$ cat src/verilog/dual_issue_pkg.sv
package dual_issue_pkg;

    parameter int XLEN = 32;

    ////////////////////////////////////////////////////////////////////////////
    // Opcodes and instruction classes
    ////////////////////////////////////////////////////////////////////////////

    typedef enum logic [3:0] {
        OP_ADD = 4'd0,
        OP_SUB = 4'd1,
        OP_AND = 4'd2,
        OP_OR  = 4'd3,
        OP_XOR = 4'd4,
        OP_SLL = 4'd5,
        OP_SRL = 4'd6,
        OP_SLT = 4'd7,          // Signed compare
        OP_MUL = 4'd8           // Low half of unsigned product
    } alu_op_e;

    typedef enum logic {
        CLS_ALU = 1'b0,
        CLS_MUL = 1'b1
    } inst_class_e;

    ////////////////////////////////////////////////////////////////////////////
    // Pipeline payloads
    ////////////////////////////////////////////////////////////////////////////

    typedef struct packed {
        logic            valid;
        logic [31:0]     pc;
        inst_class_e     cls;
        alu_op_e         op;
        logic [4:0]      rs1;
        logic [4:0]      rs2;
        logic [4:0]      rd;
        logic            rf_we;
        logic            use_imm;   // Source 2 taken from imm
        logic [XLEN-1:0] imm;
    } issue_slot_t;

    typedef struct packed {
        logic            valid;
        logic [31:0]     pc;
        inst_class_e     cls;
        alu_op_e         op;
        logic [XLEN-1:0] src1;
        logic [XLEN-1:0] src2;
        logic [4:0]      rd;
        logic            rf_we;
    } ex_lane_t;

    typedef struct packed {
        logic            valid;
        logic [31:0]     pc;
        logic [4:0]      rd;
        logic            rf_we;
        logic [XLEN-1:0] value;
    } wb_lane_t;

endpackage

$ cat src/verilog/operand_bypass.sv
`timescale 1ns/1ns

module operand_bypass (
    input  dual_issue_pkg::issue_slot_t     i_set1,
    input  dual_issue_pkg::issue_slot_t     i_set2,
    input  logic [dual_issue_pkg::XLEN-1:0] i_rf_rdata [4],
    input  dual_issue_pkg::ex_lane_t        i_ex_a,
    input  dual_issue_pkg::ex_lane_t        i_ex_b,
    input  dual_issue_pkg::wb_lane_t        i_wb_a,
    input  dual_issue_pkg::wb_lane_t        i_wb_b,
    output logic [dual_issue_pkg::XLEN-1:0] o_src [4]
);

    logic [4:0] addr [4];

    function automatic logic ex_hit(input dual_issue_pkg::ex_lane_t l, input logic [4:0] a);
        return l.valid && l.rf_we && (l.rd != 5'd0) && (l.rd == a);
    endfunction

    function automatic logic wb_hit(input dual_issue_pkg::wb_lane_t l, input logic [4:0] a);
        return l.valid && l.rf_we && (l.rd != 5'd0) && (l.rd == a);
    endfunction

    assign addr[0] = i_set1.rs1;
    assign addr[1] = i_set1.rs2;
    assign addr[2] = i_set2.rs1;
    assign addr[3] = i_set2.rs2;

    // Later assignments win, so execute beats writeback beats the RF
    always_comb begin
        for (int i = 0; i < 4; i++) begin
            o_src[i] = i_rf_rdata[i];
            if (wb_hit(i_wb_b, addr[i])) o_src[i] = i_wb_b.value;
            if (wb_hit(i_wb_a, addr[i])) o_src[i] = i_wb_a.value;
            if (ex_hit(i_ex_b, addr[i])) o_src[i] = i_ex_b.src1;   // src1 carries result
            if (ex_hit(i_ex_a, addr[i])) o_src[i] = i_ex_a.src1;
        end
        if (i_set1.use_imm) o_src[1] = i_set1.imm;
        if (i_set2.use_imm) o_src[3] = i_set2.imm;
    end

endmodule

$ cat config.mk
export PLATFORM = sky130hd
export DESIGN_NAME = operand_bypass
export DESIGN_NICKNAME = d
export VERILOG_FILES = /design/src/verilog/dual_issue_pkg.sv /design/src/verilog/operand_bypass.sv
export SDC_FILE = /design/constraint.sdc
export NUM_CORES = 1
export LEC_CHECK = 0
export ABC_AREA = 1
export BUFFER_PORTS_ARGS = -buffer_cell sky130_fd_sc_hd__buf_2
export CORE_AREA = 2 2 306 308
export DETAILED_ROUTE_END_ITERATION = 7
export DIE_AREA = 0 0 308 310
export PLACE_DENSITY = 0.3
export SLEW_MARGIN = 20
export SYNTH_ARGS = -nofsm -noshare
export SYNTH_HDL_FRONTEND = slang
export SYNTH_SLANG_ARGS = --single-unit
$ cat constraint.sdc
create_clock -name vclk -period 1.5
set_input_delay 0 -clock vclk [all_inputs]
set_output_delay 0 -clock vclk [all_outputs]
set_load 0.05 [all_outputs]
==> qor.yml <==
yosys_warnings: 0
grt_max_degree: 41
ios: 788
seq_area_frac_synth_pct: 0
synth.area.mux_share_pct: 0
slowest_delay_ps: 210
setup_ws_ps: -287
leakage_nw: 11.7
crit_path_max_fanout: 5
wl_met2_mm: 47.4
drc: 0
grt_pass1_vias: 16300
placementRows: 112
worst_pin_slew_ps: 374
m1WireLength_mm: 45.1
ant_nets: 0
synth-xor-area-share_pct: 5.88
timing.hold.ws_ps: 322
nets: 3595
synthCells: 2321
seqCellArea_sq_um: 0
critical_path_class: "in2out"
syn_avg_cell_area_sq_um: 4.62
die_y_um: 310
crit_path_top_delay_cell: "nand4_4"
vias: 16900
routed_wl_mm: 99.8
drive_gt1_share_pct: 46.6
synth_compound_area_share_pct: 4.68
cp.required_ps: 1500
synthesis.nets: 2981
drv_cap: 0
gp_congestion: 0.875
startpoint: "i_ex_b[1]"
fillers: 10700
crit_chain: "buf_8 -> buf_12 -> xor2_4 -> nor2_4 -> nand4_4 -> buf_12 -> clkbuf_16 -> nand2_1 -> clkinv_1 -> nand2_1 -> nand2_1 -> nand2_1 -> nand2_1 -> buf_6"
track_usage_pct: 18.8
finalHoldViolations: 0
slew_headroom_pct: 75.1
io_buffer_count: 498
cpMostUsedCell: "nand2_1"
seq_cells: 0
power_density_mw_per_mm2: 304
drt_iter0_drc: 1032
synth_top_family_by_area: "simple AND/OR/NAND/NOR gates"
synthesis.area_sq_mm: 0.0107
syn2layout_area_growth_pct: 100
total_power_mw: 6.53
synthAdderAreaFrac_pct: 0
first_pass_iters: 7
stdcell_area_sq_mm: 0.0215
yosysUniqueCellTypes: 30
status: "finished with violations"
via_per_inst: 4.09
start_kind: "primary input"
synthSimpleGateAreaFrac_pct: 64.0
nClkBuffers: 0
initial_utilization_pct: 11.6
final-setup-viol-count: 128
grt_pass1_wl_mm: 128
drv_slew: 0
dpl.hpwl_mm: 76.7
die_area_sq_mm: 0.0955
die_x_um: 308
min_period_ps: 1790
gr-total-overflow: 0
end_kind: "output pin"
min_path_type: "in2out"
period_share_pct: 119
vdd_drop_max_mv: 0.149
antenna_found_initial: 25
violations: "negative setup slack"
dr_wl_met3_mm: 5.72
rsz0062_at_grt: "true"
core_area_sq_mm: 0.0925
clock.fmax_ghz: 0.560
top_layer: "met5"
wl_per_cell_um: 24.1
placed_cell_area_sq_mm: 0.0169
critPathArrivalTime_ps: 1790
endpoint: "o_src[68]"
-- layout make-up --
class / count / area [sq um] / share of cell area (%)
Inverter: 470 / 1790 / 8.31
Timing Repair Buffer: 784 / 8170 / 38.0
Antenna cell: 12 / 30.0 / 0.140
Multi-Input combinational cell: 1679 / 10000 / 46.6
Tap cell: 1197 / 1500 / 6.97
-- synth_stat cells --
master / instances / area (sq um)
inv_2: 7 / 26.3
nand2_2: 3 / 18.8
clkbuf_1: 28 / 105
nor4_1: 1 / 6.26
o21ai_1: 17 / 85.1
nor2_4: 5 / 56.3
a21oi_1: 1 / 5.00
nand3_2: 64 / 641
nor3_1: 1 / 5.00
nand3b_1: 32 / 240
nand4_2: 2 / 25.0
nand2_4: 4 / 45.0
nand4_4: 1 / 21.3
buf_4: 22 / 165
nand2_1: 969 / 3640
clkbuf_2: 8 / 40.0
nor2_2: 10 / 62.6
xor2_1: 40 / 350
nand3_1: 397 / 1990
buf_2: 100 / 500
clkinv_1: 21 / 78.8
nor2_1: 15 / 56.3
nor3_2: 1 / 10.0
o21ai_0: 79 / 395
inv_1: 442 / 1660
xnor2_1: 32 / 280
nor3_4: 3 / 48.8
o21bai_1: 1 / 7.51
a21oi_2: 1 / 8.76
buf_6: 14 / 158
-- critical path: cells and delay by family --
kind / cells / cell delay [ps]
buffers and inverters: 6 / 820
AND/OR/NAND/NOR: 7 / 770
XOR/XNOR: 1 / 180
-- through the flow --
stage	setup WS, ps	TNS, ps	util, %	instances
after floorplan	86.8	0	-	2321
after global placement	-600	-53870	18.3	4066
after detailed placement	-504	-50200	18.3	4066
after CTS	-322	-32280	20.4	4085
after global routing	-376	-36910	23.2	4137
final	-287	-26070	23.2	4142
-- layer usage --
metal  track usage, %  vias up
met5                0        -
met4             2.68       16
met3             2.06       86
met2             32.4      631
met1             25.7     8002
li1                 -     8192
-- worst min-delay path by stage --
stage | startpoint | endpoint | cells past startpoint
finish | i_set1[30] | o_src[94] | 4
global route | i_set1[3] | o_src[67] | 4
CTS | i_set1[30] | o_src[94] | 4
detailed placement | i_set1[30] | o_src[94] | 4
global placement | i_set1[13] | o_src[77] | 4
floorplan | i_set2[30] | o_src[30] | 2
-- where the power goes --
part           internal, mW  switching (mW)  leakage [nW]    total, mW
sequential                0               0             0            0
clock           0.000000835               0     0.0000793  0.000000835
combinational          2.54            3.99          11.7         6.53
-- cell families after synthesis --
group,Yosys count
AND/OR/NAND/NOR,1508
buffers and inverters,642
XOR/XNOR,72
AO/OA/AOI/OAI,99
-- layout by cell type (no fill, tap or decap), drive strengths merged --
cell / instances
buf: 762
inv: 451
nor3: 5
o21bai: 1
a21oi: 2
nand3: 461
xor2: 40
xnor2: 32
nand3b: 32
clkinv: 18
nand2: 976
nor2: 30
diode: 12
nor4: 1
bufinv: 1
clkbuf: 22
nand4: 3
o21ai: 96
-- what timing repair did --
| item | in CTS | in global routing |
|---|---|---|
| setup buffers | 11 | 21 |
| cloned | 9 | 26 |
| resized for setup | 500 | 535 |
| hold buffers | 0 | 0 |
| setup endpoints to repair | 128 | 128 |
| pin swaps | 70 | 176 |
(Power assumes the default switching activity.)
