`src/verilog/dual_issue_pkg.sv`:
```
package dual_issue_pkg;

    parameter int XLEN = 32;

    ////////////////////////////////////////////////////////////////////////////
    // Opcodes and instruction classes
    ////////////////////////////////////////////////////////////////////////////

    typedef enum logic [3:0] {
        OP_ADD = 4'd0,
        OP_SUB = 4'd1,
        OP_AND = 4'd2,
        OP_OR  = 4'd3,
        OP_XOR = 4'd4,
        OP_SLL = 4'd5,
        OP_SRL = 4'd6,
        OP_SLT = 4'd7,          // Signed compare
        OP_MUL = 4'd8           // Low half of unsigned product
    } alu_op_e;

    typedef enum logic {
        CLS_ALU = 1'b0,
        CLS_MUL = 1'b1
    } inst_class_e;

    ////////////////////////////////////////////////////////////////////////////
    // Pipeline payloads
    ////////////////////////////////////////////////////////////////////////////

    typedef struct packed {
        logic            valid;
        logic [31:0]     pc;
        inst_class_e     cls;
        alu_op_e         op;
        logic [4:0]      rs1;
        logic [4:0]      rs2;
        logic [4:0]      rd;
        logic            rf_we;
        logic            use_imm;   // Source 2 taken from imm
        logic [XLEN-1:0] imm;
    } issue_slot_t;

    typedef struct packed {
        logic            valid;
        logic [31:0]     pc;
        inst_class_e     cls;
        alu_op_e         op;
        logic [XLEN-1:0] src1;
        logic [XLEN-1:0] src2;
        logic [4:0]      rd;
        logic            rf_we;
    } ex_lane_t;

    typedef struct packed {
        logic            valid;
        logic [31:0]     pc;
        logic [4:0]      rd;
        logic            rf_we;
        logic [XLEN-1:0] value;
    } wb_lane_t;

endpackage

```
`src/verilog/exe_alu.sv`:
```
`timescale 1ns/1ns

module exe_alu (
    input  dual_issue_pkg::alu_op_e         i_op,
    input  logic [dual_issue_pkg::XLEN-1:0] i_a,
    input  logic [dual_issue_pkg::XLEN-1:0] i_b,
    output logic [dual_issue_pkg::XLEN-1:0] o_y
);

    logic [4:0] shamt;

    assign shamt = i_b[4:0];

    always_comb begin
        case (i_op)
            dual_issue_pkg::OP_ADD: o_y = i_a + i_b;
            dual_issue_pkg::OP_SUB: o_y = i_a - i_b;
            dual_issue_pkg::OP_AND: o_y = i_a & i_b;
            dual_issue_pkg::OP_OR:  o_y = i_a | i_b;
            dual_issue_pkg::OP_XOR: o_y = i_a ^ i_b;
            dual_issue_pkg::OP_SLL: o_y = i_a << shamt;
            dual_issue_pkg::OP_SRL: o_y = i_a >> shamt;   // Logical
            dual_issue_pkg::OP_SLT: begin
                o_y = {{(dual_issue_pkg::XLEN-1){1'b0}}, ($signed(i_a) < $signed(i_b))};
            end
            default: o_y = '0;                            // Multiply handled elsewhere
        endcase
    end

endmodule

```
`src/verilog/exe_mul.sv`:
```
`timescale 1ns/1ns

module exe_mul #(
    parameter int MUL_CYCLES = 3
) (
    input  logic                            clk,
    input  logic                            rstn,
    input  logic                            i_start,
    input  logic [dual_issue_pkg::XLEN-1:0] i_a,
    input  logic [dual_issue_pkg::XLEN-1:0] i_b,
    output logic                            o_busy,
    output logic                            o_done,
    output logic [dual_issue_pkg::XLEN-1:0] o_y
);

    localparam int CNT_W = (MUL_CYCLES > 1) ? $clog2(MUL_CYCLES) : 1;
    localparam logic [CNT_W-1:0] LAST = CNT_W'(MUL_CYCLES - 1);

    logic [CNT_W-1:0]                cnt;
    logic [dual_issue_pkg::XLEN-1:0] prod;

    assign prod   = i_a * i_b;                  // Low 32 bits only
    assign o_done = i_start && (cnt == LAST);
    assign o_busy = i_start && !o_done;
    assign o_y    = prod;                       // Operands held while busy

    always_ff @(posedge clk) begin
        if (!rstn) begin
            cnt <= '0;
        end else if (o_done) begin
            cnt <= '0;                          // Ready for back-to-back multiply
        end else if (i_start) begin
            cnt <= cnt + 1'b1;
        end
    end

endmodule

```
`src/verilog/exe_stage.sv`:
```
`timescale 1ns/1ns

module exe_stage #(
    parameter int MUL_CYCLES = 3
) (
    input  logic                     clk,
    input  logic                     rstn,
    input  dual_issue_pkg::ex_lane_t i_lane_a,
    input  dual_issue_pkg::ex_lane_t i_lane_b,
    output dual_issue_pkg::ex_lane_t o_ex_a,
    output dual_issue_pkg::ex_lane_t o_ex_b,
    output dual_issue_pkg::wb_lane_t o_wb_a,
    output dual_issue_pkg::wb_lane_t o_wb_b,
    output logic                     o_stall
);

    logic [dual_issue_pkg::XLEN-1:0] alu_a_y;
    logic [dual_issue_pkg::XLEN-1:0] alu_b_y;
    logic [dual_issue_pkg::XLEN-1:0] mul_y;
    logic [dual_issue_pkg::XLEN-1:0] res_b;
    logic                            is_mul;
    logic                            mul_busy;
    logic                            mul_done;

    exe_alu u_alu_a (.i_op(i_lane_a.op), .i_a(i_lane_a.src1), .i_b(i_lane_a.src2), .o_y(alu_a_y));
    exe_alu u_alu_b (.i_op(i_lane_b.op), .i_a(i_lane_b.src1), .i_b(i_lane_b.src2), .o_y(alu_b_y));

    assign is_mul = i_lane_b.valid && (i_lane_b.cls == dual_issue_pkg::CLS_MUL);

    exe_mul #(.MUL_CYCLES(MUL_CYCLES)) u_mul (
        .clk     (clk),
        .rstn    (rstn),
        .i_start (is_mul),
        .i_a     (i_lane_b.src1),
        .i_b     (i_lane_b.src2),
        .o_busy  (mul_busy),
        .o_done  (mul_done),
        .o_y     (mul_y)
    );

    assign res_b   = is_mul ? mul_y : alu_b_y;
    assign o_stall = mul_busy;

    // Bypass view with src1 replaced by the result
    always_comb begin
        o_ex_a       = i_lane_a;
        o_ex_a.src1  = alu_a_y;
        o_ex_b       = i_lane_b;
        o_ex_b.src1  = res_b;
        o_ex_b.valid = i_lane_b.valid && (!is_mul || mul_done);
    end

    always_ff @(posedge clk) begin
        if (!rstn) begin
            o_wb_a.valid <= 1'b0;
            o_wb_b.valid <= 1'b0;
        end else begin
            o_wb_a <= '{valid: i_lane_a.valid && !mul_busy, pc: i_lane_a.pc, rd: i_lane_a.rd,
                        rf_we: i_lane_a.rf_we, value: alu_a_y};
            o_wb_b <= '{valid: i_lane_b.valid && !mul_busy, pc: i_lane_b.pc, rd: i_lane_b.rd,
                        rf_we: i_lane_b.rf_we, value: res_b};
        end
    end

endmodule

```
`config.mk`:
```
export PLATFORM = sky130hd
export DESIGN_NAME = exe_stage
export DESIGN_NICKNAME = d
export VERILOG_FILES = /design/src/verilog/dual_issue_pkg.sv /design/src/verilog/exe_alu.sv /design/src/verilog/exe_mul.sv /design/src/verilog/exe_stage.sv
export SDC_FILE = /design/constraint.sdc
export NUM_CORES = 2
export LEC_CHECK = 0
export BUFFER_PORTS_ARGS = -buffer_cell sky130_fd_sc_hd__buf_2
export CAP_MARGIN = 0
export CORE_MARGIN = 8
export CORE_UTILIZATION = 45
export CTS_CLUSTER_DIAMETER = 200
export DETAILED_ROUTE_END_ITERATION = 8
export GPL_TIMING_DRIVEN = 0
export PLACE_DENSITY = 0.7
export SETUP_SLACK_MARGIN = 0.1
export SYNTH_ARGS = -nofsm -noshare
export SYNTH_HDL_FRONTEND = slang
export SYNTH_HIERARCHICAL = 1
export SYNTH_SLANG_ARGS = --single-unit
```
`constraint.sdc`:
```
create_clock -name clk -period 12.45 [get_ports clk]
set_input_delay 2.49 -clock clk [delete_from_list [all_inputs] [get_ports clk]]
set_output_delay 2.49 -clock clk [all_outputs]
set_load 0.02 [all_outputs]
```
==> Flow_metrics.wiki <==
{| class="wikitable"
! Metric !! Value
|-
| Run status || finished, final reports clean
|-
| Area Overhead vs Synth || 13.6%
|-
| Post-route ant nets || 0
|-
| CTS sink cnt || 144
|-
| Detailed-route wire length per cell || 30.8 um
|-
| Average via count per standard cell || 6.16
|-
| Total power after layout || 15900 uW
|-
| Gr usage total || 38.8%
|-
| Wl on met1 || 69300 um
|-
| Xor/xnor cell area share of the yosys netlist || 3.17%
|-
| Slew margin rel. || 6.28%
|-
| Critical path peak fanout || 10
|-
| Area after DPL || 42100 sq um
|-
| List of most frequent post-synthesis cells || 572 x sky130_fd_sc_hd__inv_1, 412 x sky130_fd_sc_hd__fa_1, 404 x sky130_fd_sc_hd__nand2_1
|-
| Worst setup EP type || primary output
|-
| Post-layout nets || 6014
|-
| Yosys warning count || 6
|-
| Root buffer cell || sky130_fd_sc_hd__clkbuf_16
|-
| Post-synthesis adder-cell area fraction || 32.9%
|-
| Compound-cell area share of the yosys netlist || 16.4%
|-
| Number of max-slew violations in the final report || 0
|-
| Number of H-tree levels || 4
|-
| Worst Min Path Start || u_mul/cnt[1]
|-
| Peak supply drop || 1.29 mV
|-
| Final global-route overflow total || 0
|-
| Seq cells post-synth || 144
|-
| Top-level I/O count || 577
|-
| Total power divided by cell area || 371 nW/um^2
|-
| CTS tree || done
|-
| Reg2reg start || u_mul/cnt[0]
|-
| Cell type contributing the most total cell area after synthesis || sky130_fd_sc_hd__fa_1
|-
| Largest net degree at the start of global routing || 88
|-
| Hold violation total from the final report || 0
|-
| Number of instances in the synthesized netlist || 4463
|-
| Setup violations, final || 0
|-
| CP most frequent cell || sky130_fd_sc_hd__fa_1
|-
| Highest signal layer in the routed design || met5
|-
| Clock transition at the register clock pins on the worst setup and hold paths after CTS || 90 ps
|-
| Row Count || 106
|-
| Area of the core || 83400 sq um
|-
| Portion of netlist area occupied by mux cells || 8.07%
|-
| Required time of the worst setup path || 9960 ps
|-
| Filler cell count in the final layout || 8003
|-
| Crit-path cells || buf_2 > clkbuf_2 > and2_1 > fa_1 > fa_1 > fa_1 > inv_1 > fa_1 > inv_1 > fa_1 > fa_1 > fa_1 > fa_1 > ha_1 > a21o_1 > a21o_1 > a21oi_1 > o21ai_1 > a2111oi_2 > or3_4 > o21ai_2 > xnor2_1 > mux2_2 > buf_2
|-
| Wirelength, routed || 189000 um
|-
| Proportion of synthesized chip area in sequential cells || 11.3%
|-
| Routed via count || 37900
|-
| Distinct cell type count after synthesis || 106
|-
| Period minus WS final || 12170 ps
|-
| Slew @ Worst Pin || 1390 ps
|-
| Die Height || 306 um
|-
| Final Wtd Congestion || 1.08
|-
| Post-CTS setup repair buffer count || 0
|-
| Fraction of synthesis flops using an asynchronous set or reset pin || 0%
|-
| Classification of the worst-slack hold path || flip-flop to flip-flop
|-
| Clock latency on the worst-skew pair || 520 ps
|-
| Worst Setup Start Kind || input port
|-
| Cells taking the most area after synthesis || sky130_fd_sc_hd__fa_1 22%, sky130_fd_sc_hd__edfxtp_1 11%, sky130_fd_sc_hd__ha_1 11%, sky130_fd_sc_hd__inv_1 5.7%, sky130_fd_sc_hd__mux2i_1 5.6%
|-
| Syn Area/Cell || 8.47 sq um
|-
| Slowest cell on the critical path || sky130_fd_sc_hd__fa_1
|-
| Number of flops mapped to enable cells by yosys || 140
|-
| Fin crit share || 97.7%
|-
| Most frequent cell after synthesis || sky130_fd_sc_hd__inv_1
|-
| DRC errors left || 0
|-
| Setup repair after global routing missed its margin || false
|-
| Commonest register cell after synthesis || sky130_fd_sc_hd__edfxtp_1
|-
| First DRT Iteration DRCs || 4206
|-
| Half-perimeter wire length of the detailed placement result || 155000 um
|-
| Longest Clk Path Bufs || 2
|-
| Effective utilization at floorplan || 45.3%
|-
| Synthesized-area fraction occupied by and/or/nand/nor cells || 15.7%
|-
| WL met2 || 83300 um
|-
| Critical path launch point || i_lane_b[57]
|-
| DIE AREA || 93500 sq um
|-
| Combinational family with the most area after synthesis || adder cells
|-
| Static Leak || 0.0208 uW
|-
| Total of max-cap violations || 0
|-
| Die extent in x || 306 um
|-
| Fraction of layout instances using a drive strength above 1 || 20.4%
|-
| FMAX || 82.2 MHz
|-
| Wire length of the first global-routing pass || 267000 um
|-
| Count of port buffers added during placement || 575
|-
| Count of hold buffers inserted by post-cts repair || 0
|-
| Syn Nets || 5429
|-
| Path type of the worst setup path || input port to primary output
|-
| Data arrival time at the worst-slack endpoint || 9680 ps
|-
| Post-Synthesis Cell Area || 37800 sq um
|-
| Vias in the first global route || 37600
|-
| Final instance area || 43000 sq um
|-
| Max stage delay on crit path || 560 ps
|-
| Antenna violations before repair || 9
|-
| Share of the synthesized area in the top cell type || 21.8%
|-
| TritonCTS buffer count || 17
|-
| Clock skew || 15.5 ps
|-
| Detailed Routing Iterations Pass 1 || 6
|-
| Total length of routed met3 wires || 20400 um
|}
==> critical path, delay by kind of cell <==
family                     cells  cell delay (ps)
buffers and inverters          5              990
adders and majority gates      9             4310
AOI/OAI and AO/OA              6             1040
muxes                          1              310
xor gates and xnor gates       1              130
and+or+nand+nor                2              400
==> where the power goes <==
part	switching [uW]	internal, uW
logic	8610	5980
registers	21.7	755
clock network	307	272
total	8930	7010
==> cells by family after synthesis <==
kind of cell	after synthesis
mux	266
flops	144
simple gates	1216
compound gates	952
xor+xnor	137
buf+inv	1000
fa+ha+maj	748
==> state kept, by name, summed over array words and instances (netlist names) <==
signal,count
o_wb_a,71
o_wb_b,71
u_mul/cnt,2
==> metrics by stage <==
step	setup TNS, ps	std cells	utilization, %	worst slack (ps)	hold slack (ps)
5_1_grt	0	6143	51.5	107	572
3_5_place_dp	-7250	6119	50.4	-796	534
6_report	0	6148	51.5	282	544
4_1_cts	0	6144	51.3	107	555
3_3_place_gp	-6530	6118	50.4	-733	504
2_1_floorplan	0	4463	-	930	487
==> final cells by class <==
class	count	area (sq um)	share of cell area, %
Tap cell	1080	1350	3.15
Sequential cell	144	4280	9.97
Antenna cell	7	17.5	0.0408
Inverter	578	2170	5.05
Timing Repair Buffer	576	2970	6.92
Multi-Input combinational cell	3319	28900	67.3
Clock buffer	17	425	0.990
Buffer	412	2660	6.20
Clock inverter	15	184	0.428
==> layer usage <==
metal	global-route usage, %	vias to the layer above
li1	-	16000
met1	46.0	18500
met5	0	-
met4	27.5	6
met2	60.7	2718
met3	10.8	674
==> layout by cell type (no fill, tap or decap), types with 107 or more instances in the layout <==
cell type | netlist | routed
sky130_fd_sc_hd__buf_2 | 38 | 591
sky130_fd_sc_hd__inv_1 | 572 | 572
sky130_fd_sc_hd__fa_1 | 412 | 411
sky130_fd_sc_hd__nand2_1 | 404 | 404
sky130_fd_sc_hd__ha_1 | 336 | 334
sky130_fd_sc_hd__and2_1 | 259 | 259
sky130_fd_sc_hd__a21oi_1 | 259 | 258
sky130_fd_sc_hd__nor2_1 | 252 | 252
sky130_fd_sc_hd__o21ai_0 | 247 | 246
sky130_fd_sc_hd__mux2i_1 | 210 | 210
sky130_fd_sc_hd__buf_4 | 159 | 175
sky130_fd_sc_hd__edfxtp_1 | 140 | 140
sky130_fd_sc_hd__clkbuf_1 | 182 | 111
sky130_fd_sc_hd__xnor2_1 | 107 | 107
==> worst paths after layout <==
path                   to  slack, ps  depth (start not counted)
max            o_ex_b[69]        280                         24
min          u_mul/cnt[1]        540                          2
max reg2reg    o_wb_b[70]      11180                          4
min reg2reg  u_mul/cnt[1]        540                          2
==> repair_timing <==
item                                    CTS  global route
resized for setup                        80           111
endpoints found under the setup margin   17             9
pin swaps                                 0             1
Power figures use the tool's default switching activity.
