## config.mk

```make
export PLATFORM = sky130hd
export DESIGN_NAME = issue_exe
export DESIGN_NICKNAME = d
export VERILOG_FILES = /design/src/verilog/dual_issue_pkg.sv /design/src/verilog/issue_exe.sv
export SDC_FILE = /design/constraint.sdc
export NUM_CORES = 1
export LEC_CHECK = 0
export ABC_AREA = 1
export BUFFER_PORTS_ARGS = -buffer_cell sky130_fd_sc_hd__buf_2
export CAP_MARGIN = 20
export CORE_AREA = 2 2 203 205
export CTS_BUF_LIST = sky130_fd_sc_hd__clkbuf_16
export DETAILED_ROUTE_END_ITERATION = 6
export DIE_AREA = 0 0 205 207
export GPL_TIMING_DRIVEN = 0
export PLACE_DENSITY = 0.56
export SLEW_MARGIN = 10
export SYNTH_ARGS = -nofsm -noshare
export SYNTH_HDL_FRONTEND = slang
export SYNTH_SLANG_ARGS = --single-unit
```

## constraint.sdc

```tcl
create_clock -name clk -period 23.3 [get_ports clk]
set_input_delay 4.66 -clock clk [delete_from_list [all_inputs] [get_ports clk]]
set_output_delay 4.66 -clock clk [all_outputs]
set_load 0.02 [all_outputs]
```

## src/verilog/dual_issue_pkg.sv

```systemverilog
package dual_issue_pkg;

    parameter int XLEN = 32;

    ////////////////////////////////////////////////////////////////////////////
    // Opcodes and instruction classes
    ////////////////////////////////////////////////////////////////////////////

    typedef enum logic [3:0] {
        OP_ADD = 4'd0,
        OP_SUB = 4'd1,
        OP_AND = 4'd2,
        OP_OR  = 4'd3,
        OP_XOR = 4'd4,
        OP_SLL = 4'd5,
        OP_SRL = 4'd6,
        OP_SLT = 4'd7,          // Signed compare
        OP_MUL = 4'd8           // Low half of unsigned product
    } alu_op_e;

    typedef enum logic {
        CLS_ALU = 1'b0,
        CLS_MUL = 1'b1
    } inst_class_e;

    ////////////////////////////////////////////////////////////////////////////
    // Pipeline payloads
    ////////////////////////////////////////////////////////////////////////////

    typedef struct packed {
        logic            valid;
        logic [31:0]     pc;
        inst_class_e     cls;
        alu_op_e         op;
        logic [4:0]      rs1;
        logic [4:0]      rs2;
        logic [4:0]      rd;
        logic            rf_we;
        logic            use_imm;   // Source 2 taken from imm
        logic [XLEN-1:0] imm;
    } issue_slot_t;

    typedef struct packed {
        logic            valid;
        logic [31:0]     pc;
        inst_class_e     cls;
        alu_op_e         op;
        logic [XLEN-1:0] src1;
        logic [XLEN-1:0] src2;
        logic [4:0]      rd;
        logic            rf_we;
    } ex_lane_t;

    typedef struct packed {
        logic            valid;
        logic [31:0]     pc;
        logic [4:0]      rd;
        logic            rf_we;
        logic [XLEN-1:0] value;
    } wb_lane_t;

endpackage

```

## src/verilog/issue_exe.sv

```systemverilog
`timescale 1ns/1ns

module issue_exe (
    input  logic                            clk,
    input  logic                            rstn,
    input  dual_issue_pkg::issue_slot_t     i_set1,
    input  dual_issue_pkg::issue_slot_t     i_set2,
    input  logic [dual_issue_pkg::XLEN-1:0] i_src [4],
    input  logic                            i_flush,
    input  logic                            i_stall,
    output dual_issue_pkg::ex_lane_t        o_lane_a,
    output dual_issue_pkg::ex_lane_t        o_lane_b
);

    dual_issue_pkg::ex_lane_t lane1;
    dual_issue_pkg::ex_lane_t lane2;
    logic                     swap;

    function automatic dual_issue_pkg::ex_lane_t to_lane(
        input dual_issue_pkg::issue_slot_t     s,
        input logic [dual_issue_pkg::XLEN-1:0] a,
        input logic [dual_issue_pkg::XLEN-1:0] b,
        input logic                            kill
    );
        dual_issue_pkg::ex_lane_t l;
        l.valid = s.valid && !kill;
        l.pc    = s.pc;
        l.cls   = s.cls;
        l.op    = s.op;
        l.src1  = a;
        l.src2  = b;
        l.rd    = s.rd;
        l.rf_we = s.rf_we;
        return l;
    endfunction

    assign lane1 = to_lane(i_set1, i_src[0], i_src[1], i_flush);
    assign lane2 = to_lane(i_set2, i_src[2], i_src[3], i_flush);

    // Multiply in slot 1 moves to lane B
    assign swap = i_set1.valid && (i_set1.cls == dual_issue_pkg::CLS_MUL);

    ////////////////////////////////////////////////////////////////////////////
    // Execute registers
    ////////////////////////////////////////////////////////////////////////////

    always_ff @(posedge clk) begin
        if (!rstn) begin
            o_lane_a.valid <= 1'b0;
            o_lane_b.valid <= 1'b0;
        end else if (!i_stall) begin
            if (swap) begin
                o_lane_a <= lane2;
                o_lane_b <= lane1;
            end else begin
                o_lane_a <= lane1;
                o_lane_b <= lane2;
            end
        end
    end

endmodule

```

==> reports/metrics.yaml, run 1 <==
timing:
  tns_ns: 0
  hold_viol: 0
  slew_violations: 0
  skew_ns: 0
  min_period_ns: 5.80
  worstMarginPinSlew_ns: 0.525
  max_freq_mhz: 172
  holdWs_ns: 0.472
  relSlewSlack: 0.649
  post-route-period-util: 0.249
  finalSetupViolCount: 0
  rsz0062_at_grt: "no"
power:
  switching_share: 0.255
  p_int_uw: 776
  p_total_mw: 1.04
  comb_power_share: 0.149
  p_sw_uw: 265
  p_seq_frac: 0.451
  max-vdd-ir-drop_v: 0.0000411
  p_leak_nw: 5.91
  p_per_area_mw_per_mm2: 78.5
  power_frac_clock: 0.400
floorplanning:
  core-area_mm2: 0.0404
  initial_core_util: 0.232
  num_rows: 74
  fp.dieW_um: 205
  die-area_mm2: 0.0424
  fp.dieH_um: 207
  pin_count: 522
synthesis:
  avgSynthCellArea_um2: 11.6
  synth_nets: 1115
  yosys_warnings: 0
  syn-cell-area_mm2: 0.00937
  synthCells: 809
  synth-seq-area-share: 0.690
  yosys.cell_types.count: 14
  ys_ff_latch: 216
critical_path:
  worstPathArrival_ns: 1.14
  critPathBufInv: 1
  slowest_stage: "edfxtp_1"
  critPathMaxFanout: 1
  slowest_delay_ns: 0.42
  cp.required_ns: 18.64
  critical_path_class: "flop to output pin"
  end_kind: "output pin"
  path_cells: "buf_2"
  startpoint_type: "flop"
  cp_top_family: "flip-flops"
grt:
  grt_pass1_vias: 7919
  grt_use_total: 0.142
  grt_max_degree: 32
  globalRouteOverflowTotal: 0
  grt_pass1_wl_um: 46100
  antenna_found_initial: 1
run_status:
  status: "finished clean"
clocking:
  root_buffer: "clkbuf_16"
  hold_buffers: 0
  clk_latency_ns: 0.52
  cts.path.max_buffers: 3
  post_cts_buffers: 0
  cts-resized-gates: 0
  cts_tree: "yes"
  numCtsBuffers: 25
  path_clk_slew_ns: 0.06
  clock-sinks: 216
  htree_levels: 1
routing:
  drt-total-wl_um: 31500
  vias_per_cell: 4.28
  vias: 7820
  antenna_left: 0
  first_pass_iters: 7
  wl_per_cell_um: 17.2
  remaining_drc_errors: 0
  initialDrtViolationCount: 392
finish:
  area_growth_pct: 41.6
  nNetsFinal: 1585
  final_cell_mix: "buf_2 (455), edfxtp_1 (214), nand2_1 (113)"
  n_fill_cell: 4173
  layout_commonest_cell: "buf_2"
  drive_above_1_share: 0.451
  post-route-util: 0.329
worst_hold_path:
  hp-class: "flop to flop"
place:
  place.gp.congestion: 0.842
  portBuffers: 435
  hpwl_um: 24200
run:
  maxCapViolCount: 0
final timing paths:
check             cells after the start  slack [ns]           from       endpoint
setup / recovery                      1       17.50   o_lane_b[23]   o_lane_b[23]
hold / removal                        2        0.47  o_lane_a[107]  o_lane_a[107]
setup reg to reg                      2       22.70  o_lane_b[107]  o_lane_b[107]
hold reg to reg                       2        0.47  o_lane_a[107]  o_lane_a[107]
synthesized netlist by cell type (all sizes together):
cell type    n  area [um^2]
edfxtp     214         6430
nor2       108          405
clkbuf      10         37.5
inv        109          409
nand3        1         5.00
nand2      113          424
o21ai      106          531
dfxtp        2         40.0
a21boi       1         7.51
a21oi      108          792
buf         37          292
registers in the layout (all words and copies together) (netlist names):
name      count
o_lane_a    108
o_lane_b    108
cell families after synthesis:
logic type      synth area share
simple gates              0.0891
buf+inv                   0.0788
flops                      0.690
compound gates             0.142
cell type report:
class	instances	area (um^2)	area share
Clock inverter	19	240	0.0181
Antenna cell	1	2.50	0.000189
Clock buffer	25	626	0.0472
Inverter	109	409	0.0308
Timing Repair Buffer	443	2350	0.177
Buffer	47	329	0.0248
Multi-Input combinational cell	437	2170	0.164
Tap cell	532	666	0.0502
Sequential cell	216	6470	0.488
power groups by stage:
stage | sequential, mW | combinational, mW | clock, mW
CTS | 0.470 | 0.157 | 0.428
global route | 0.472 | 0.168 | 0.442
floorplan | 0.521 | 0.0464 | 0
finish | 0.470 | 0.155 | 0.417
detailed placement | 0.478 | 0.157 | 0
global placement | 0.485 | 0.151 | 0
metal layers:
layer  part of all wire  vias to the layer above  GRT usage
met5                  0                        -          0
met4              0.031                        0     0.0489
met3              0.090                       61     0.0390
met2               0.49                      363      0.249
met1               0.39                     3706      0.166
li1                   -                     3690          -
metrics by stage:
step	instance area (um^2)	std cells	setup WS, ns
after floorplan	9370	809	8.85
after global placement	12200	1776	4.46
after detailed placement	12400	1784	16.95
after CTS	13300	1828	17.45
after global routing	13300	1828	17.43
final	13300	1829	17.50
(Power assumes the default switching activity.)
==> run 2, diff against run 1 <==
==> constraint.sdc (replaced) <==
create_clock -name clk -period 5.9 [get_ports clk]
set_input_delay 1.18 -clock clk [delete_from_list [all_inputs] [get_ports clk]]
set_output_delay 1.18 -clock clk [all_outputs]
set_load 0.02 [all_outputs]
==> run 2 against run 1 <==
Non-clock buffer count shrank 1. Die area unchanged. Register-to-register slack lost 17 ns. Sequential share of layout area grew 0.71 points. Sequential power grew to 3.9 times the previous value. Combinational power grew to 3.9 times the previous value. Utilization shrank 0.47 points. Setup slack got worse by 14 ns. Clock power grew to 3.3 times the previous value. Power increased to 3.7 times the previous value. Critical path depth rose by 4. Routed wire length is 2.3% lower. Critical path type is now primary input to flop. Largest cell class unchanged. Largest power group unchanged.
==> reports/metrics.yaml, run 2 (same netlist as run 1, synthesis figures left out) <==
routing:
  antenna_left: 0
  initialDrtViolationCount: 412
  first_pass_iters: 7
  remaining_drc_errors: 0
  wl_per_cell_um: 16.9
  vias_per_cell: 4.19
  drt-total-wl_um: 30800
  vias: 7656
timing:
  skew_ns: 0
  relSlewSlack: 0.504
  max_freq_mhz: 398
  min_period_ns: 2.51
  rsz0062_at_grt: "no"
  finalSetupViolCount: 0
  post-route-period-util: 0.425
  slew_violations: 0
  holdWs_ns: 0.465
  worstMarginPinSlew_ns: 0.742
  hold_viol: 0
grt:
  grt_pass1_vias: 7594
  antenna_found_initial: 0
  grt_use_total: 0.138
  grt_max_degree: 32
  grt_pass1_wl_um: 44800
  globalRouteOverflowTotal: 0
worst_hold_path:
  hp-class: "flop to flop"
critical_path:
  path_cells: "buf_2, nor2_4, buf_12, buf_12, buf_12"
  startpoint_type: "primary input"
  end_kind: "flop"
  slowest_delay_ns: 0.60
  slowest_stage: "nor2_4"
  worstPathArrival_ns: 2.73
  cp.required_ns: 6.12
  critPathMaxFanout: 30
  critical_path_class: "primary input to flop"
  crit_top_cell: "buf_12"
finish:
  reg_top3: "o_lane_a: 108 flops, o_lane_b: 108 flops"
  area_growth_pct: 39.5
  fin_area_mm2: 0.0131
  antennaDiodeCount: 0
  n_fill_cell: 4261
  regArea_mm2: 0.00647
  nNetsFinal: 1583
  layout_commonest_cell: "buf_2"
  multi_input_area_mm2: 0.00217
  drive_above_1_share: 0.446
  final_cell_mix: "buf_2 (455), edfxtp_1 (214), inv_1 (117)"
floorplanning:
  core-area_mm2: 0.0404
  num_rows: 74
  fp.dieW_um: 205
  pin_count: 522
  fp.dieH_um: 207
  initial_core_util: 0.232
  die-area_mm2: 0.0424
place:
  portBuffers: 435
  place.gp.congestion: 0.820
  place_area_mm2: 0.0124
  hpwl_um: 23200
run:
  maxCapViolCount: 0
clocking:
  cts.path.max_buffers: 3
  numCtsBuffers: 24
  cts-resized-gates: 0
  htree_levels: 1
  cts_tree: "yes"
  clk_latency_ns: 0.51
  hold_buffers: 0
  path_clk_slew_ns: 0.06
  post_cts_buffers: 0
  root_buffer: "clkbuf_16"
  clock-sinks: 216
power:
  p_per_area_mw_per_mm2: 293
  max-vdd-ir-drop_v: 0.000161
  p_leak_nw: 5.85
run_status:
  status: "finished clean"
==> run 2: cell types whose count changed in the layout (fill, tap and decap cells not counted) <==
cell,previous run,this run
bufinv_16,6,0
inv_1,111,117
clkinv_2,5,6
diode_2,1,0
buf_16,2,1
inv_6,1,0
==> run 2: worst paths after layout <==
check	startpoint	endpoint	slack, ns	cells after the start
setup / recovery	i_stall	o_lane_b[12]	3.39	5
hold reg to reg	o_lane_b[107]	o_lane_b[107]	0.47	2
hold / removal	o_lane_b[107]	o_lane_b[107]	0.47	2
setup reg to reg	o_lane_a[107]	o_lane_a[107]	5.33	2
==> run 2: cell type report <==
class                   count  area share
multi-input cells         437       0.166
well taps                 532      0.0509
clock inverters            19     0.00603
repair buffers            442       0.178
flip-flops and latches    216       0.495
inverters                 109      0.0313
clock buffers              25      0.0479
plain buffers              47      0.0252
==> run 2: routing by layer <==
metal / vias to the layer above / share of wire / global-route usage / routed length [um]
met1: 3597 / 0.40 / 0.166 / 12300
met5: - / 0 / 0 / 0
met3: 48 / 0.087 / 0.0384 / 2690
met2: 339 / 0.49 / 0.236 / 15000
met4: 0 / 0.027 / 0.0469 / 834
li1: 3672 / - / - / -
==> run 2: through the flow <==
stage	utilization	TNS [ns]	setup WS, ns	total power [mW]	instances
5_1_grt	0.324	0	3.30	3.99	1827
3_3_place_gp	0.303	-99.22	-0.495	2.49	1776
3_5_place_dp	0.306	0	2.83	2.50	1783
4_1_cts	0.324	0	3.40	3.88	1827
2_1_floorplan	-	0	1.08	2.22	809
6_report	0.324	0	3.39	3.83	1827
==> run 2: report_power, final <==
group	internal [mW]	switching [mW]	leakage, nW
combinational	0.208	0.396	3.44
sequential	1.83	0.0277	2.03
clock	0.760	0.614	0.382
==> run 2: critical path, delay by kind of cell <==
kind	cells	cell delay [ns]
and+or+nand+nor	1	0.60
buffers and inverters	4	0.89
==> run 3, diff against run 2 <==
--- a/config.mk
+++ b/config.mk
@@ -5,7 +5,7 @@
 export SDC_FILE = /design/constraint.sdc
 export NUM_CORES = 1
 export LEC_CHECK = 0
-export ABC_AREA = 1
+export ABC_AREA = 0
 export BUFFER_PORTS_ARGS = -buffer_cell sky130_fd_sc_hd__buf_2
 export CAP_MARGIN = 20
 export CORE_AREA = 2 2 203 205
@@ -13,7 +13,7 @@
 export DETAILED_ROUTE_END_ITERATION = 6
 export DIE_AREA = 0 0 205 207
 export GPL_TIMING_DRIVEN = 0
-export PLACE_DENSITY = 0.56
+export PLACE_DENSITY = 0.58
 export SLEW_MARGIN = 10
 export SYNTH_ARGS = -nofsm -noshare
 export SYNTH_HDL_FRONTEND = slang
==> constraint.sdc (replaced) <==
create_clock -name clk -period 2.1 [get_ports clk]
set_input_delay 0.42 -clock clk [delete_from_list [all_inputs] [get_ports clk]]
set_output_delay 0.42 -clock clk [all_outputs]
set_load 0.02 [all_outputs]
==> run 3 against run 2 <==
Sequential power rose to 2.8 times the previous value. Clock-buffer cell count up 2. Synthesized cell count down 43%. First-iteration DRC count down 50%. Setup slack worse by 3.0 ns. Hold slack worse by 0.30 ns. Power rose to 2.9 times the previous value. Critical path depth up 2. Utilization up 0.78 points. Register-to-register slack worse by 4.0 ns. Design area up 2.4%.
==> reports/metrics.yaml, run 3 <==
run_status:
  status: "finished clean"
power:
  p_total_mw: 11.2
  max-vdd-ir-drop_v: 0.000603
  p_per_area_mw_per_mm2: 840
  p_leak_nw: 5.76
synthesis:
  yosysTopAreaCell: "edfxtp_1"
  synth-async-reset-ratio: 0
  yosys_warnings: 0
  synth_nets: 770
  synth.most_common_cell: "edfxtp_1"
  ys_ff_latch: 216
  avgSynthCellArea_um2: 20.6
  synth_top_area_frac: 0.674
  yosys.cell_types.count: 17
  synthCells: 464
  synthTopCellsByArea: "edfxtp_1 (67%), mux2_4 (16%), mux2_1 (7.0%)"
  synth-seq-area-share: 0.678
  syn-cell-area_mm2: 0.00954
  synth_edf_count: 214
  synthTopCellsByCount: "edfxtp_1 (214), mux2_4 (100), mux2_1 (59), mux2_2 (53), buf_6 (18)"
  synth_flop_cell: "edfxtp_1"
critical_path:
  startpoint_type: "primary input"
  end_kind: "flop"
  crit_cells: 7
  cp.required_ns: 2.33
  slowest_stage: "nor2_4"
  reg2reg_to: "o_lane_b[107]"
  rrSetupSlack_ns: 1.32
  crit_top_cell: "buf_12"
  worstSetupStartpoint: "rstn"
  setup.worst_path.end: "o_lane_b[73]"
  critPathBufInv: 6
  critPathMaxFanout: 28
  path_cells: "buf_2, inv_12, nor2_4, buf_12, buf_12, buf_12, buf_16"
  worstReg2RegStart: "o_lane_b[107]"
  r2r_cells: 2
  worstPathArrival_ns: 1.95
  slowest_delay_ns: 0.35
  cp_top_family: "buffers and inverters"
  critical_path_class: "primary input to flop"
routing:
  first_pass_iters: 4
  remaining_drc_errors: 0
  vias: 6054
  wl_per_cell_um: 18.1
  vias_per_cell: 4.07
  antenna_left: 0
  initialDrtViolationCount: 207
  drt-total-wl_um: 27000
timing:
  finalSetupViolCount: 0
  hold_viol: 0
  slew_violations: 0
  worstMarginPinSlew_ns: 0.411
  relSlewSlack: 0.725
  min_period_ns: 1.72
  skew_ns: 0
  max_freq_mhz: 583
  post-route-period-util: 0.817
  rsz0062_at_grt: "no"
  final.setup.worst_slack_ns: 0.384
clocking:
  path_clk_slew_ns: 0.06
  cts-resized-gates: 0
  numCtsBuffers: 26
  root_buffer: "clkbuf_16"
  post_cts_buffers: 0
  cts.path.max_buffers: 3
  cts_tree: "yes"
  htree_levels: 1
  clock-sinks: 216
  clk_latency_ns: 0.54
  hold_buffers: 0
finish:
  reg_top3: "o_lane_a: 108 flops, o_lane_b: 108 flops"
  final_cell_mix: "buf_2 (440), edfxtp_1 (214), mux2_4 (100)"
  nNetsFinal: 1241
  layout_commonest_cell: "buf_2"
  drive_above_1_share: 0.689
  n_fill_cell: 4029
  area_growth_pct: 40.4
place:
  portBuffers: 435
  place.gp.congestion: 0.780
  hpwl_um: 20400
  dpl_worst_slack_ns: -0.184
grt:
  grt_use_total: 0.121
  antenna_found_initial: 3
  grt_pass1_wl_um: 38800
  globalRouteOverflowTotal: 0
  grt_max_degree: 29
  grt_pass1_vias: 6373
worst_hold_path:
  hp-class: "primary input to flop"
floorplanning:
  die-area_mm2: 0.0424
  fp.dieW_um: 205
  num_rows: 74
  fp.dieH_um: 207
  core-area_mm2: 0.0404
  initial_core_util: 0.236
  pin_count: 522
run:
  maxCapViolCount: 0
## run 3: cell types whose count changed after synthesis, moves of 6 or more
cell	previous run	this run
nand2_1	113	1
inv_1	109	2
nor2_1	108	2
mux2_4	0	100
o21ai_0	100	0
a21oi_2	67	0
mux2_1	0	59
mux2_2	0	53
a21oi_1	41	0
buf_2	20	5
clkbuf_1	10	0
o21ai_1	6	0
## run 3: layout make-up
| type | instances | area, um^2 | area share |
|---|---|---|---|
| flip-flops and latches | 216 | 6470 | 0.483 |
| inverters | 2 | 20.0 | 0.00150 |
| plain buffers | 23 | 228 | 0.0170 |
| diodes | 1 | 2.50 | 0.000187 |
| repair buffers | 443 | 2340 | 0.175 |
| clock inverters | 20 | 141 | 0.0106 |
| well taps | 532 | 666 | 0.0497 |
| clock buffers | 27 | 676 | 0.0505 |
| multi-input cells | 223 | 2840 | 0.212 |
## run 3: logic make-up after synthesis
group,count (synthesis),share of synthesized area
buffers and inverters,25,0.0247
muxes,212,0.290
and+or+nand+nor,8,0.00485
AOI/OAI and AO/OA,3,0.00289
DFF,216,0.678
## run 3: how the worst min path moves through the flow
stage / from / to / slack (ns) / depth (start not counted)
after detailed placement: o_lane_a[107] / o_lane_a[107] / 0.50 / 1
after global placement: o_lane_a[107] / o_lane_a[107] / 0.49 / 1
final: i_src[40] / o_lane_a[46] / 0.17 / 2
after floorplan: rstn / o_lane_b[107] / 0.53 / 2
after CTS: i_src[40] / o_lane_a[46] / 0.13 / 2
after global routing: i_src[41] / o_lane_a[47] / 0.15 / 2
## run 3: metrics by stage
step	cells	instance area, um^2	utilization	setup TNS [ns]	hold WS, ns
floorplan	464	9560	-	-409.39	0.534
global placement	1431	12400	0.307	-788.09	0.485
detailed placement	1439	12600	0.311	-8.24	0.497
CTS	1486	13400	0.332	0	0.129
global route	1487	13400	0.332	0	0.154
finish	1487	13400	0.332	0	0.166
## run 3: power breakdown
group / switching (mW) / internal (mW) / total, mW
clock: 1.77 / 2.55 / 4.33
sequential: 0.0790 / 5.12 / 5.20
combinational: 0.949 / 0.767 / 1.72
total: 2.80 / 8.45 / 11.2
## run 3: per-layer routing
metal | track usage | vias up | wire, um
met3 | 0.0444 | 45 | 2880
met4 | 0.0422 | 0 | 723
met2 | 0.209 | 305 | 13300
met5 | 0 | - | 0
met1 | 0.135 | 2914 | 10000
li1 | - | 2790 | -
